<file path="config.mk">
export PLATFORM = sky130hd
export DESIGN_NAME = lsu_ctrl
export DESIGN_NICKNAME = d
export VERILOG_FILES = /design/src/lsu_pkg.sv /design/src/lsu_excl_monitor.sv /design/src/lsu_outs_fifo.sv /design/src/lsu_target_split.sv /design/src/lsu_wbck_format.sv /design/src/lsu_ctrl.sv
export SDC_FILE = /design/constraint.sdc
export NUM_CORES = 1
export LEC_CHECK = 0
export BUFFER_PORTS_ARGS = -buffer_cell sky130_fd_sc_hd__buf_2
export CORE_AREA = 4 4 142 144
export CTS_BUF_LIST = sky130_fd_sc_hd__clkbuf_8 sky130_fd_sc_hd__clkbuf_16
export DETAILED_ROUTE_END_ITERATION = 6
export DIE_AREA = 0 0 146 148
export GPL_TIMING_DRIVEN = 0
export PLACE_DENSITY = 0.7
export SYNTH_ARGS = -nofsm -noshare
export SYNTH_HDL_FRONTEND = slang
export SYNTH_SLANG_ARGS = --single-unit
</file>
<file path="constraint.sdc">
create_clock -name i_clk -period 5.4 [get_ports i_clk]
set_input_delay 0.54 -clock i_clk [delete_from_list [all_inputs] [get_ports i_clk]]
set_output_delay 0.54 -clock i_clk [all_outputs]
set_load 0.02 [all_outputs]
</file>
<file path="src/lsu_pkg.sv">
// Shared definitions for the load/store unit controller
// Data, address, tag and mask widths
// Access size and target enums
// Packed structs for core commands, target commands and responses,
// outstanding entries and write-back

`default_nettype none

package lsu_pkg;

  localparam int XLEN        = 32;
  localparam int ADDR_W      = 32;
  localparam int ITAG_W      = 4;
  localparam int DTCM_ADDR_W = 16;
  localparam int MASK_W      = XLEN / 8;

  typedef enum logic [1:0] {
    SIZE_BYTE = 2'd0,
    SIZE_HALF = 2'd1,
    SIZE_WORD = 2'd2
  } lsu_size_e;

  typedef enum logic {
    TGT_DTCM = 1'b0,
    TGT_BIU  = 1'b1
  } lsu_target_e;

  // Command from the address generation stage
  typedef struct packed {
    logic [ADDR_W-1:0] addr;
    logic              read;
    logic [XLEN-1:0]   wdata;
    logic [MASK_W-1:0] wmask;
    lsu_size_e         size;
    logic              excl;
    logic              usign;
    logic [ITAG_W-1:0] itag;
  } lsu_cmd_t;

  // Command as seen by DTCM or BIU
  typedef struct packed {
    logic [ADDR_W-1:0] addr;
    logic              read;
    logic [XLEN-1:0]   wdata;
    logic [MASK_W-1:0] wmask;
    lsu_size_e         size;
  } lsu_bus_cmd_t;

  typedef struct packed {
    logic [XLEN-1:0] rdata;
    logic            err;
  } lsu_bus_rsp_t;

  // One in-flight command, kept until its response returns
  typedef struct packed {
    lsu_target_e       target;
    logic              scond_true;
    logic              read;
    logic              excl;
    logic              usign;
    lsu_size_e         size;
    logic [ITAG_W-1:0] itag;
    logic [ADDR_W-1:0] addr;
  } lsu_outs_entry_t;

  typedef struct packed {
    logic [XLEN-1:0]   wdat;
    logic [ITAG_W-1:0] itag;
    logic              err;
    logic [ADDR_W-1:0] badaddr;
    logic              ld;
    logic              st;
  } lsu_wbck_t;

endpackage

`default_nettype wire

</file>
<file path="src/lsu_excl_monitor.sv">
// Reservation monitor for load-reserved / store-conditional
// Holds the reservation flag and the reserved address, and flags
// an exclusive store that may complete

`default_nettype none

module lsu_excl_monitor (
  input  wire                     i_clk,
  input  wire                     i_rst_n,
  input  wire lsu_pkg::lsu_cmd_t  i_cmd,
  input  wire                     i_cmd_accept,
  input  wire                     i_commit_trap,
  input  wire                     i_commit_mret,
  output logic                    o_scond_true
);

  logic                       excl_flg_q;
  logic [lsu_pkg::ADDR_W-1:0] excl_addr_q;
  logic                       addr_hit;
  logic                       excl_set;
  logic                       st_clr;

  assign addr_hit = (i_cmd.addr == excl_addr_q);

  // Load-reserved going out
  assign excl_set = i_cmd_accept & i_cmd.read & i_cmd.excl;

  // Any store to the reserved address drops the reservation
  assign st_clr = i_cmd_accept & ~i_cmd.read & addr_hit & excl_flg_q;

  always_ff @(posedge i_clk) begin
    if (!i_rst_n) begin
      excl_flg_q <= 1'b0;
    end else if (excl_set) begin
      excl_flg_q <= 1'b1;
    end else if (st_clr | i_commit_trap | i_commit_mret) begin
      excl_flg_q <= 1'b0;
    end
  end

  always_ff @(posedge i_clk) begin
    if (excl_set) begin
      excl_addr_q <= i_cmd.addr;
    end
  end

  // Single core, so the store-conditional result is decided here
  assign o_scond_true = i_cmd.excl & ~i_cmd.read & addr_hit & excl_flg_q;

  // Trap and mret arrive as single-cycle pulses
  a_commit_pulse: assert property (
    @(posedge i_clk) disable iff (!i_rst_n)
    (i_commit_trap | i_commit_mret) |=> !(i_commit_trap | i_commit_mret)
  );

endmodule

`default_nettype wire

</file>
<file path="src/lsu_outs_fifo.sv">
// Outstanding-command FIFO
// Circular buffer of entries with read and write pointers and an
// occupancy counter; the head reads as zero while empty

`default_nettype none

module lsu_outs_fifo #(
  parameter int DEPTH = 2
) (
  input  wire                           i_clk,
  input  wire                           i_rst_n,
  input  wire                           i_push,
  input  wire lsu_pkg::lsu_outs_entry_t i_entry,
  output logic                          o_full,
  input  wire                           i_pop,
  output logic                          o_head_valid,
  output lsu_pkg::lsu_outs_entry_t      o_head
);

  localparam int PTR_W = (DEPTH > 1) ? $clog2(DEPTH) : 1;
  localparam int CNT_W = $clog2(DEPTH + 1);

  lsu_pkg::lsu_outs_entry_t mem [DEPTH];
  logic [PTR_W-1:0]         wr_ptr_q;
  logic [PTR_W-1:0]         rd_ptr_q;
  logic [CNT_W-1:0]         count_q;

  function automatic logic [PTR_W-1:0] ptr_inc(input logic [PTR_W-1:0] ptr);
    if (ptr == PTR_W'(DEPTH - 1)) begin
      return '0;
    end else begin
      return ptr + 1'b1;
    end
  endfunction

  always_ff @(posedge i_clk) begin
    if (!i_rst_n) begin
      wr_ptr_q <= '0;
      rd_ptr_q <= '0;
      count_q  <= '0;
    end else begin
      if (i_push) begin
        wr_ptr_q <= ptr_inc(wr_ptr_q);
      end
      if (i_pop) begin
        rd_ptr_q <= ptr_inc(rd_ptr_q);
      end
      if (i_push && !i_pop) begin
        count_q <= count_q + 1'b1;
      end else if (i_pop && !i_push) begin
        count_q <= count_q - 1'b1;
      end
    end
  end

  always_ff @(posedge i_clk) begin
    if (i_push) begin
      mem[wr_ptr_q] <= i_entry;
    end
  end

  assign o_full       = (count_q == CNT_W'(DEPTH));
  assign o_head_valid = (count_q != '0);

  // Head fields steer responses, so an empty buffer shows no target
  assign o_head = o_head_valid ? mem[rd_ptr_q] : '0;

  // Issue gating upstream holds off pushes into a full buffer
  a_no_push_full: assert property (
    @(posedge i_clk) disable iff (!i_rst_n) i_push |-> !o_full
  );

  a_no_pop_empty: assert property (
    @(posedge i_clk) disable iff (!i_rst_n) i_pop |-> o_head_valid
  );

endmodule

`default_nettype wire

</file>
<file path="src/lsu_target_split.sv">
// Target split between DTCM and BIU
// Address decode and issue gating, command fan-out with the
// store-conditional mask, outstanding entry build, and response
// mux steered by the FIFO head

`default_nettype none

module lsu_target_split #(
  parameter logic [lsu_pkg::ADDR_W-1:0] DTCM_BASE       = 32'h8000_0000,
  parameter int                         DTCM_REGION_LSB = 16
) (
  input  wire                           i_agu_cmd_valid,
  output logic                          o_agu_cmd_ready,
  input  wire lsu_pkg::lsu_cmd_t        i_agu_cmd,
  input  wire                           i_scond_true,
  output logic                          o_cmd_accept,
  output lsu_pkg::lsu_outs_entry_t      o_push_entry,
  input  wire                           i_fifo_full,
  input  wire                           i_head_valid,
  input  wire lsu_pkg::lsu_outs_entry_t i_head,
  output logic                          o_dtcm_cmd_valid,
  input  wire                           i_dtcm_cmd_ready,
  output lsu_pkg::lsu_bus_cmd_t         o_dtcm_cmd,
  input  wire                           i_dtcm_rsp_valid,
  output logic                          o_dtcm_rsp_ready,
  input  wire lsu_pkg::lsu_bus_rsp_t    i_dtcm_rsp,
  output logic                          o_biu_cmd_valid,
  input  wire                           i_biu_cmd_ready,
  output lsu_pkg::lsu_bus_cmd_t         o_biu_cmd,
  input  wire                           i_biu_rsp_valid,
  output logic                          o_biu_rsp_ready,
  input  wire lsu_pkg::lsu_bus_rsp_t    i_biu_rsp,
  output logic                          o_rsp_valid,
  input  wire                           i_rsp_ready,
  output lsu_pkg::lsu_bus_rsp_t         o_rsp
);

  localparam int AW = lsu_pkg::ADDR_W;

  lsu_pkg::lsu_target_e       cmd_tgt;
  logic                       in_dtcm;
  logic                       cmd_diff_tgt;
  logic                       issue_ok;
  logic                       is_scond;
  logic [lsu_pkg::MASK_W-1:0] wmask_pos;
  lsu_pkg::lsu_bus_cmd_t      bus_cmd;
  logic                       head_dtcm;
  logic                       head_biu;

  ////////////////////////////////////////////////////////////////////
  // Decode and issue

  assign in_dtcm = (i_agu_cmd.addr[AW-1:DTCM_REGION_LSB] ==
                    DTCM_BASE[AW-1:DTCM_REGION_LSB]);
  assign cmd_tgt = in_dtcm ? lsu_pkg::TGT_DTCM : lsu_pkg::TGT_BIU;

  // Only one target may have commands in flight at a time
  assign cmd_diff_tgt = i_head_valid & (i_head.target != cmd_tgt);
  assign issue_ok     = ~i_fifo_full & ~cmd_diff_tgt;

  // Both readies are required so ready has no path from the address
  assign o_agu_cmd_ready  = issue_ok & i_dtcm_cmd_ready & i_biu_cmd_ready;
  assign o_dtcm_cmd_valid = i_agu_cmd_valid & issue_ok & in_dtcm & i_biu_cmd_ready;
  assign o_biu_cmd_valid  = i_agu_cmd_valid & issue_ok & ~in_dtcm & i_dtcm_cmd_ready;
  assign o_cmd_accept     = i_agu_cmd_valid & o_agu_cmd_ready;

  // A failing store-conditional must not touch memory
  assign is_scond  = i_agu_cmd.excl & ~i_agu_cmd.read;
  assign wmask_pos = (is_scond & ~i_scond_true) ? '0 : i_agu_cmd.wmask;

  always_comb begin
    bus_cmd.addr  = i_agu_cmd.addr;
    bus_cmd.read  = i_agu_cmd.read;
    bus_cmd.wdata = i_agu_cmd.wdata;
    bus_cmd.wmask = wmask_pos;
    bus_cmd.size  = i_agu_cmd.size;
  end

  always_comb begin
    o_dtcm_cmd      = bus_cmd;
    o_dtcm_cmd.addr = AW'(i_agu_cmd.addr[lsu_pkg::DTCM_ADDR_W-1:0]);
  end

  assign o_biu_cmd = bus_cmd;

  always_comb begin
    o_push_entry.target     = cmd_tgt;
    o_push_entry.scond_true = i_scond_true;
    o_push_entry.read       = i_agu_cmd.read;
    o_push_entry.excl       = i_agu_cmd.excl;
    o_push_entry.usign      = i_agu_cmd.usign;
    o_push_entry.size       = i_agu_cmd.size;
    o_push_entry.itag       = i_agu_cmd.itag;
    o_push_entry.addr       = i_agu_cmd.addr;
  end

  ////////////////////////////////////////////////////////////////////
  // Response mux

  assign head_dtcm = i_head_valid & (i_head.target == lsu_pkg::TGT_DTCM);
  assign head_biu  = i_head_valid & (i_head.target == lsu_pkg::TGT_BIU);

  always_comb begin
    o_rsp_valid = 1'b0;
    o_rsp       = '0;
    if (head_dtcm) begin
      o_rsp_valid = i_dtcm_rsp_valid;
      o_rsp       = i_dtcm_rsp;
    end else if (head_biu) begin
      o_rsp_valid = i_biu_rsp_valid;
      o_rsp       = i_biu_rsp;
    end
  end

  assign o_dtcm_rsp_ready = head_dtcm & i_rsp_ready;
  assign o_biu_rsp_ready  = head_biu & i_rsp_ready;

endmodule

`default_nettype wire

</file>
<file path="src/lsu_wbck_format.sv">
// Write-back formatting
// Load data alignment and sign or zero extension by size,
// store-conditional result, bus error with faulting address,
// and load/store commit flags

`default_nettype none

module lsu_wbck_format (
  input  wire                           i_rsp_valid,
  output logic                          o_rsp_ready,
  input  wire lsu_pkg::lsu_bus_rsp_t    i_rsp,
  input  wire lsu_pkg::lsu_outs_entry_t i_head,
  output logic                          o_wbck_valid,
  input  wire                           i_wbck_ready,
  output lsu_pkg::lsu_wbck_t            o_wbck
);

  localparam int XLEN = lsu_pkg::XLEN;

  logic [XLEN-1:0] rdata_algn;
  logic [XLEN-1:0] ld_data;
  logic [XLEN-1:0] sc_data;
  logic            is_scond;

  // Every response goes to write-back
  assign o_wbck_valid = i_rsp_valid;
  assign o_rsp_ready  = i_wbck_ready;

  // Bring the addressed byte lane down to bit 0
  assign rdata_algn = i_rsp.rdata >> {i_head.addr[1:0], 3'b000};

  always_comb begin
    case (i_head.size)
      lsu_pkg::SIZE_BYTE: begin
        ld_data = i_head.usign ? {{(XLEN-8){1'b0}}, rdata_algn[7:0]}
                               : {{(XLEN-8){rdata_algn[7]}}, rdata_algn[7:0]};
      end
      lsu_pkg::SIZE_HALF: begin
        ld_data = i_head.usign ? {{(XLEN-16){1'b0}}, rdata_algn[15:0]}
                               : {{(XLEN-16){rdata_algn[15]}}, rdata_algn[15:0]};
      end
      lsu_pkg::SIZE_WORD: begin
        ld_data = rdata_algn;
      end
      default: begin
        ld_data = '0;
      end
    endcase
  end

  // 0 on success, 1 on failure
  assign is_scond = i_head.excl & ~i_head.read;
  assign sc_data  = {{(XLEN-1){1'b0}}, ~i_head.scond_true};

  always_comb begin
    o_wbck.wdat    = is_scond ? sc_data : ld_data;
    o_wbck.itag    = i_head.itag;
    o_wbck.err     = i_rsp.err;
    o_wbck.badaddr = i_head.addr;
    o_wbck.ld      = i_head.read;
    o_wbck.st      = ~i_head.read;
  end

endmodule

`default_nettype wire

</file>
<file path="src/lsu_ctrl.sv">
// Load/store unit controller top level
// Reservation monitor, outstanding FIFO, DTCM/BIU target split
// and write-back formatting, plus the activity flag

`default_nettype none

module lsu_ctrl #(
  parameter int                         OUTS_NUM        = 2,
  parameter logic [lsu_pkg::ADDR_W-1:0] DTCM_BASE       = 32'h8000_0000,
  parameter int                         DTCM_REGION_LSB = 16
) (
  input  wire                        i_clk,
  input  wire                        i_rst_n,
  input  wire                        i_commit_trap,
  input  wire                        i_commit_mret,
  input  wire                        i_agu_cmd_valid,
  output logic                       o_agu_cmd_ready,
  input  wire lsu_pkg::lsu_cmd_t     i_agu_cmd,
  output logic                       o_dtcm_cmd_valid,
  input  wire                        i_dtcm_cmd_ready,
  output lsu_pkg::lsu_bus_cmd_t      o_dtcm_cmd,
  input  wire                        i_dtcm_rsp_valid,
  output logic                       o_dtcm_rsp_ready,
  input  wire lsu_pkg::lsu_bus_rsp_t i_dtcm_rsp,
  output logic                       o_biu_cmd_valid,
  input  wire                        i_biu_cmd_ready,
  output lsu_pkg::lsu_bus_cmd_t      o_biu_cmd,
  input  wire                        i_biu_rsp_valid,
  output logic                       o_biu_rsp_ready,
  input  wire lsu_pkg::lsu_bus_rsp_t i_biu_rsp,
  output logic                       o_wbck_valid,
  input  wire                        i_wbck_ready,
  output lsu_pkg::lsu_wbck_t         o_wbck,
  output logic                       o_active
);

  logic                     scond_true;
  logic                     cmd_accept;
  lsu_pkg::lsu_outs_entry_t push_entry;
  logic                     fifo_full;
  logic                     fifo_pop;
  logic                     head_valid;
  lsu_pkg::lsu_outs_entry_t head;
  logic                     rsp_valid;
  logic                     rsp_ready;
  lsu_pkg::lsu_bus_rsp_t    rsp;

  lsu_excl_monitor u_excl_monitor (
    .i_clk         (i_clk),
    .i_rst_n       (i_rst_n),
    .i_cmd         (i_agu_cmd),
    .i_cmd_accept  (cmd_accept),
    .i_commit_trap (i_commit_trap),
    .i_commit_mret (i_commit_mret),
    .o_scond_true  (scond_true)
  );

  // Entry leaves the FIFO on the response handshake
  assign fifo_pop = rsp_valid & rsp_ready;

  lsu_outs_fifo #(
    .DEPTH (OUTS_NUM)
  ) u_outs_fifo (
    .i_clk        (i_clk),
    .i_rst_n      (i_rst_n),
    .i_push       (cmd_accept),
    .i_entry      (push_entry),
    .o_full       (fifo_full),
    .i_pop        (fifo_pop),
    .o_head_valid (head_valid),
    .o_head       (head)
  );

  lsu_target_split #(
    .DTCM_BASE       (DTCM_BASE),
    .DTCM_REGION_LSB (DTCM_REGION_LSB)
  ) u_target_split (
    .i_agu_cmd_valid  (i_agu_cmd_valid),
    .o_agu_cmd_ready  (o_agu_cmd_ready),
    .i_agu_cmd        (i_agu_cmd),
    .i_scond_true     (scond_true),
    .o_cmd_accept     (cmd_accept),
    .o_push_entry     (push_entry),
    .i_fifo_full      (fifo_full),
    .i_head_valid     (head_valid),
    .i_head           (head),
    .o_dtcm_cmd_valid (o_dtcm_cmd_valid),
    .i_dtcm_cmd_ready (i_dtcm_cmd_ready),
    .o_dtcm_cmd       (o_dtcm_cmd),
    .i_dtcm_rsp_valid (i_dtcm_rsp_valid),
    .o_dtcm_rsp_ready (o_dtcm_rsp_ready),
    .i_dtcm_rsp       (i_dtcm_rsp),
    .o_biu_cmd_valid  (o_biu_cmd_valid),
    .i_biu_cmd_ready  (i_biu_cmd_ready),
    .o_biu_cmd        (o_biu_cmd),
    .i_biu_rsp_valid  (i_biu_rsp_valid),
    .o_biu_rsp_ready  (o_biu_rsp_ready),
    .i_biu_rsp        (i_biu_rsp),
    .o_rsp_valid      (rsp_valid),
    .i_rsp_ready      (rsp_ready),
    .o_rsp            (rsp)
  );

  lsu_wbck_format u_wbck_format (
    .i_rsp_valid  (rsp_valid),
    .o_rsp_ready  (rsp_ready),
    .i_rsp        (rsp),
    .i_head       (head),
    .o_wbck_valid (o_wbck_valid),
    .i_wbck_ready (i_wbck_ready),
    .o_wbck       (o_wbck)
  );

  // Busy while a command is offered or anything is in flight
  assign o_active = i_agu_cmd_valid | head_valid;

endmodule

`default_nettype wire

</file>
# Word level (Yosys, flattened, before mapping)
# Memory sizes are Yosys's and may differ from the RTL's. A register that Yosys moved wholly into a read port is not among the register bits.
# Cells that the tools add are included.
# word_totals
ff_bits	37
word_cells	82
n_memories	1
input_bits	153
output_inout_bits	220
ram_bits	86
# op_classes
reduce_logical	8
shift	1
n_eq_ne	6
add_sub_neg	4
n_mux	21
n_bitwise	36
# memory_table
memory	depth	width	read_ports	rd_clocked_by_memory_dff	wr	line_no	source
u_outs_fifo.mem	2	43	1	1	1	lsu_outs_fifo.sv:23	lsu_pkg::lsu_outs_entry_t mem [DEPTH];
# op_table
op	count
32-bit 2-to-1 mux	3
32-bit one-hot mux with 3 select lines	1
33-bit 2-to-1 mux	2
43-bit 2-to-1 mux	1
32-bit == test	1
32-bit by 5-bit right shift with 32-bit output	1
1-bit bitwise AND	25
16-bit == test, second input constant	1
1-bit 2-to-1 mux	11
1-bit NOT	8
2-bit nonzero test	3
2-bit == test, second input constant	2
2-bit 2-to-1 mux	2
4-bit 2-to-1 mux	1
1-bit bitwise OR	3
1-bit adder, second input constant	2
2-bit by 1-bit adder with 2-bit output, second input constant	1
2-bit by 1-bit == test with 1-bit output, second input constant	1
1-bit logical AND	2
1-bit zero test	2
2-bit zero test	1
2-bit by 1-bit subtractor with 2-bit output, second input constant	1
1-bit != test	1

# Longest topological paths before layout
# logic_depth
ltp_word	16
mapped_depth	11
depth_no_buf	8

# Hierarchy
# A second synthesis with hierarchy kept.
# unflattened
hier_cells	722
hier_area_um2	8176.6
# modules_own_cells
mod	cells_per_inst	area_per_inst_um2	instances	seq_area_each_um2
lsu_outs_fifo	204	3454.6	1	2682.6
lsu_target_split	283	2157.1	1	0.0
lsu_excl_monitor	82	1381.3	1	980.9
lsu_wbck_format	151	1171.1	1	0.0
lsu_ctrl	2	12.5	1	0.0

# Least setup slack after synthesis
# OpenSTA, ideal clock, no wires.
# synth_timing
path_type	input-to-reg
start	in i_agu_cmd[61] (netlist name)
end	mem u_outs_fifo.mem[0][0] (netlist name) (enable)
arrival_ns	3.405
stages	4
setup_ns	0.459
slack_ns	1.535
t_required_ns	4.941
n_path_buf	0
cell_sequence	nor4b_1 -> nand4_1 -> mux2i_1 -> a21oi_1
# synth_via
elab_chain_cells	11
# synth_lines
item	line_no	source
start, declared	lsu_ctrl.sv:18	input wire lsu_pkg::lsu_cmd_t i_agu_cmd,
16-bit == test	lsu_target_split.sv:53	assign in_dtcm = (i_agu_cmd.addr[AW-1:DTCM_REGION_LSB] ==
1-bit 2-to-1 mux	lsu_target_split.sv:55	assign cmd_tgt = in_dtcm ? lsu_pkg::TGT_DTCM : lsu_pkg::TGT_BIU;
net u_target_split.cmd_tgt	lsu_target_split.sv:40	lsu_pkg::lsu_target_e cmd_tgt;
1-bit != test	lsu_target_split.sv:58	assign cmd_diff_tgt = i_head_valid & (i_head.target != cmd_tgt);
1-bit bitwise AND	lsu_target_split.sv:58	
1-bit NOT	lsu_target_split.sv:59	assign issue_ok = ~i_fifo_full & ~cmd_diff_tgt;
1-bit bitwise AND	lsu_target_split.sv:59	
1-bit bitwise AND (2 in a row)	lsu_target_split.sv:62	assign o_agu_cmd_ready = issue_ok & i_dtcm_cmd_ready & i_biu_cmd_ready;
1-bit bitwise AND	lsu_target_split.sv:65	assign o_cmd_accept = i_agu_cmd_valid & o_agu_cmd_ready;
1-bit 2-to-1 mux	lsu_outs_fifo.sv:57	if (i_push) begin
1-bit 2-to-1 mux (not written as such)	lsu_outs_fifo.sv:58	mem[wr_ptr_q] <= i_entry;
end, declared	lsu_outs_fifo.sv:23	
# The timed path passes the listed nets, and every way through them passes these cells.

==> summary.md <==
| Metric | Value |
|---|---|
| Outcome | completed |
| Syn Area/Cell | between 10 and 15 µm² |
| Antenna cells | 0 |
| CP max FO | 10 |
| Clk_lat worst skew | 410 ps |
| Worst hold path stage count | 1 |
| Slew headroom | about two fifths |
| Main combinational cell family by area after synthesis | buffers and inverters |
| Post CTS Setup Buffer Count | 0 |
| Synth Area in Simple Gates | between 10 and 15% |
| Critical Path Sink Type | output port |
| Max-Cap Viols | 0 |
| Yosys top cell area share | approximately 48% |
| Root buf cell | clkbuf_16 |
| # hold bufs at CTS | 0 |
| Largest net degree at the start of global routing | 34 |
| Htree depth | 4 |
| Max Slew Vio Count | 0 |
| Synth Area in Compound Gates | between 6 and 7% |
| Crit path time final | between 3000 and 4000 ps |
| LEAKAGE | 0.00452 µW |
| RSZ-0062 raised after global routing | no |
| Post-synth ARST share | 0% |
| Die width | approximately 150 µm |
| Post-Place Worst Slack | around 2100 ps |
| Share of cells above drive strength 1 | between 50% and 60% |
| Cell count after synthesis | between 600 and 700 |
| Vias in the first global route | around 5900 |
| 1st-pass router iterations | 5 |
| Worst r2r path cells | 10 |
| DP HPWL | 18.7 mm |
| R2R setup slack | between 2000 and 3000 ps |
| CTS resizes | 0 |
| Final Hold Fails | 0 |
| PortBufs | ~320 |
| Worst-path clk slew | around 60 ps |
| Core Region | ~19000 µm² |
| Site row count | 50 |
| Initial Utilization | roughly two fifths |
| Peak supply drop | slightly below 0.2 mV |
| Final Wtd Congestion | a little under 0.9 |
| Crit path arrival time | 3030 ps |
| Worst EP required | around 4900 ps |
| Final worst slack | roughly 1800 ps |
| Post-synthesis mux area share | ~11% |
| Critical Path Start Type | register |
| Clock buffer count from CTS | 17 |
| # IOs | around 370 |
| Synthesized area | about 7300 µm² |
| Synth Register Bits | roughly 120 |
| Global-route wire length before repair | 34.7 mm |
| Die height | 148 µm |
| Area delta synth->final | 35.4% |
| Worst-Margin Slew | roughly 870 ps |
| Detailed-route wire length | roughly 23 mm |
| Clock tree buffer depth | 2 |
| Number of remaining DRC errors | 0 |
| Clock net sink count | 124 |
| Via Count | ~6100 |
| Critical path class | register to output port |
| Final setup TNS | 0 ps |
| Final nets | approximately 1200 |
| Yosys warns | 0 |
| Antenna Nets Post-Route | 0 |
| DIE AREA | between 20000 and 25000 µm² |
| Initial antenna violation count | 3 |
| Worst Skew | 9.41 ps |
| Part of the cycle the worst path needs | between 60% and 70% |
| Via/cell ratio | slightly below 5 |
| Worst Hold Endpoint | u_outs_fifo.mem[0][32] |
| Yosys cell types | 54 |
| Cell taking the most area after synthesis | edfxtp_1 |
| CTS tree | done |
| Synth Area in XOR/XNOR | between 4 and 5% |
| Starting DRT DRC Count | between 400 and 500 |
| Power per cell area | 333 nW/µm² |
| FF-to-FF End | u_outs_fifo.count_q[1] |
| Drt wl/cell | 18.7 µm |
| Gr usage total | between 20% and 30% |
| Hold_sp | i_agu_cmd[0] |
| Sequential-to-total area share from yosys stat | ~50% |
| GRT overflow | 0 |
| Final setup vio count | 0 |
| Post-synthesis adder-cell area fraction | less than 1% |
| Hold Path Class | input port to register |
| Fmax | ~280 MHz |
| Synth top area cells | edfxtp_1 (48%), buf_4 (14%), mux2i_1 (5.9%) |
| Post-synth EDFFs | ~120 |
| Most used flip-flop cell after synthesis | edfxtp_1 |
[critical path, cell delays in order, from the launching register on]
cell	delay (ps)
dfxtp_1	290
buf_4	160
nor2_1	430
clkbuf_1	470
buf_2	430
buf_1	500
nor2_1	130
buf_2	190
[state kept, by name (all words and copies together), names as in the netlist, named ones only]
register,count
u_outs_fifo.mem,86
u_excl_monitor.excl_addr_q,32
u_outs_fifo.count_q,2
u_excl_monitor.excl_flg_q,1
u_outs_fifo.rd_ptr_q,1
u_outs_fifo.wr_ptr_q,1
[power breakdown]
part	internal (µW)	switching (µW)	leakage, µW
clock network	677	410	0.000272
logic	395	713	0.00314
registers	1100	13.6	0.00112
total	2170	1140	0.00452
[how the worst max path moves through the flow]
stage | start | to | slack [ps] | depth (start not counted)
after detailed placement | i_agu_cmd[74] | u_excl_monitor.excl_addr_q[5] | 2090 | 6
after global routing | u_outs_fifo.count_q[0] | o_wbck[33] | 1550 | 7
after floorplan | i_agu_cmd[61] | u_outs_fifo.mem[0][0] | 1540 | 4
after CTS | u_outs_fifo.count_q[0] | o_wbck[24] | 1800 | 7
final | u_outs_fifo.count_q[0] | o_wbck[24] | 1830 | 7
after global placement | i_agu_cmd[74] | u_outs_fifo.mem[0][8] | -530 | 5
[stage by stage]
stage          util, %  area [µm²]  power (µW)  instances  hold WS [ps]
2_1_floorplan        -        7400        1850        663           494
3_3_place_gp      49.8        9310        2240       1221           524
3_5_place_dp      50.1        9370        2240       1223           544
4_1_cts           53.1        9940        3330       1255           305
5_1_grt           53.1        9940        3460       1255           302
6_report          53.1        9940        3310       1255           322
[cell usage after synthesis, types with 2 or more instances]
cell type  number
o21ai_0        21
nor4_1         10
xor2_1         31
buf_2          10
clkbuf_1        8
o211ai_1        5
mux4_2         12
o32ai_1         2
and2_1          5
or3_1           2
mux2_4          2
dfxtp_1         6
inv_1          10
nor3_1          6
nor4b_1         2
nand4_1         5
and3_1          5
a21oi_1        24
nand3_1        13
buf_1           3
a22oi_1         7
edfxtp_1      118
buf_6           4
nor2b_1         4
nor3b_1         2
mux2_2          4
nor2_1         54
xnor2_1         7
mux2i_1        43
buf_4         139
o2bb2ai_1       5
nand2_1        57
[kinds of logic (layout without fill, tap and decap cells)]
group | after synthesis | count (layout)
AOI/OAI and AO/OA | 75 | 75
and+or+nand+nor | 172 | 172
muxes | 63 | 63
xor gates and xnor gates | 38 | 38
buffers and inverters | 174 | 532
other | 1 | 16
adders and majority gates | 1 | 1
DFF | 124 | 124
[layout by cell type, fill, tap and decap left out, types with 3 or more instances in the layout]
cell type and n:
a21oi_1 23, a22oi_1 7, and2_1 4, and3_1 4, buf_1 3, buf_2 334
buf_4 139, buf_6 4, clkbuf_1 8, clkbuf_16 17, clkinv_4 3, clkinvlp_4 4
conb_1 16, dfxtp_1 6, edfxtp_1 118, inv_1 11, mux2_2 4, mux2i_1 43
mux4_2 12, nand2_1 57, nand3_1 13, nand4_1 5, nor2_1 54, nor2b_1 4
nor3_1 6, nor4_1 10, o211ai_1 5, o21ai_0 21, o2bb2ai_1 5, xnor2_1 7
xor2_1 31
[layer usage]
| metal | vias to the layer above | track usage, % | part of all wire, % |
|---|---|---|---|
| met5 | - | 0 | 0.14 |
| met4 | 6 | 4.61 | 1.3 |
| met3 | 27 | 6.35 | 8.6 |
| met1 | 2839 | 25.6 | 39 |
| li1 | 2878 | - | - |
| met2 | 308 | 36.3 | 50 |
[layout make-up]
| class | instances | area, µm² |
|---|---|---|
| fill | 1688 | 8760 |
| sequential | 124 | 3660 |
| multi-input combinational | 365 | 2530 |
| timing repair buffer | 326 | 1660 |
| buffer | 164 | 1180 |
| clock buffer | 17 | 425 |
| tap | 234 | 293 |
| clock inverter | 15 | 150 |
| inverter | 10 | 37.5 |
No activity file was read; power rests on OpenSTA's default activity.
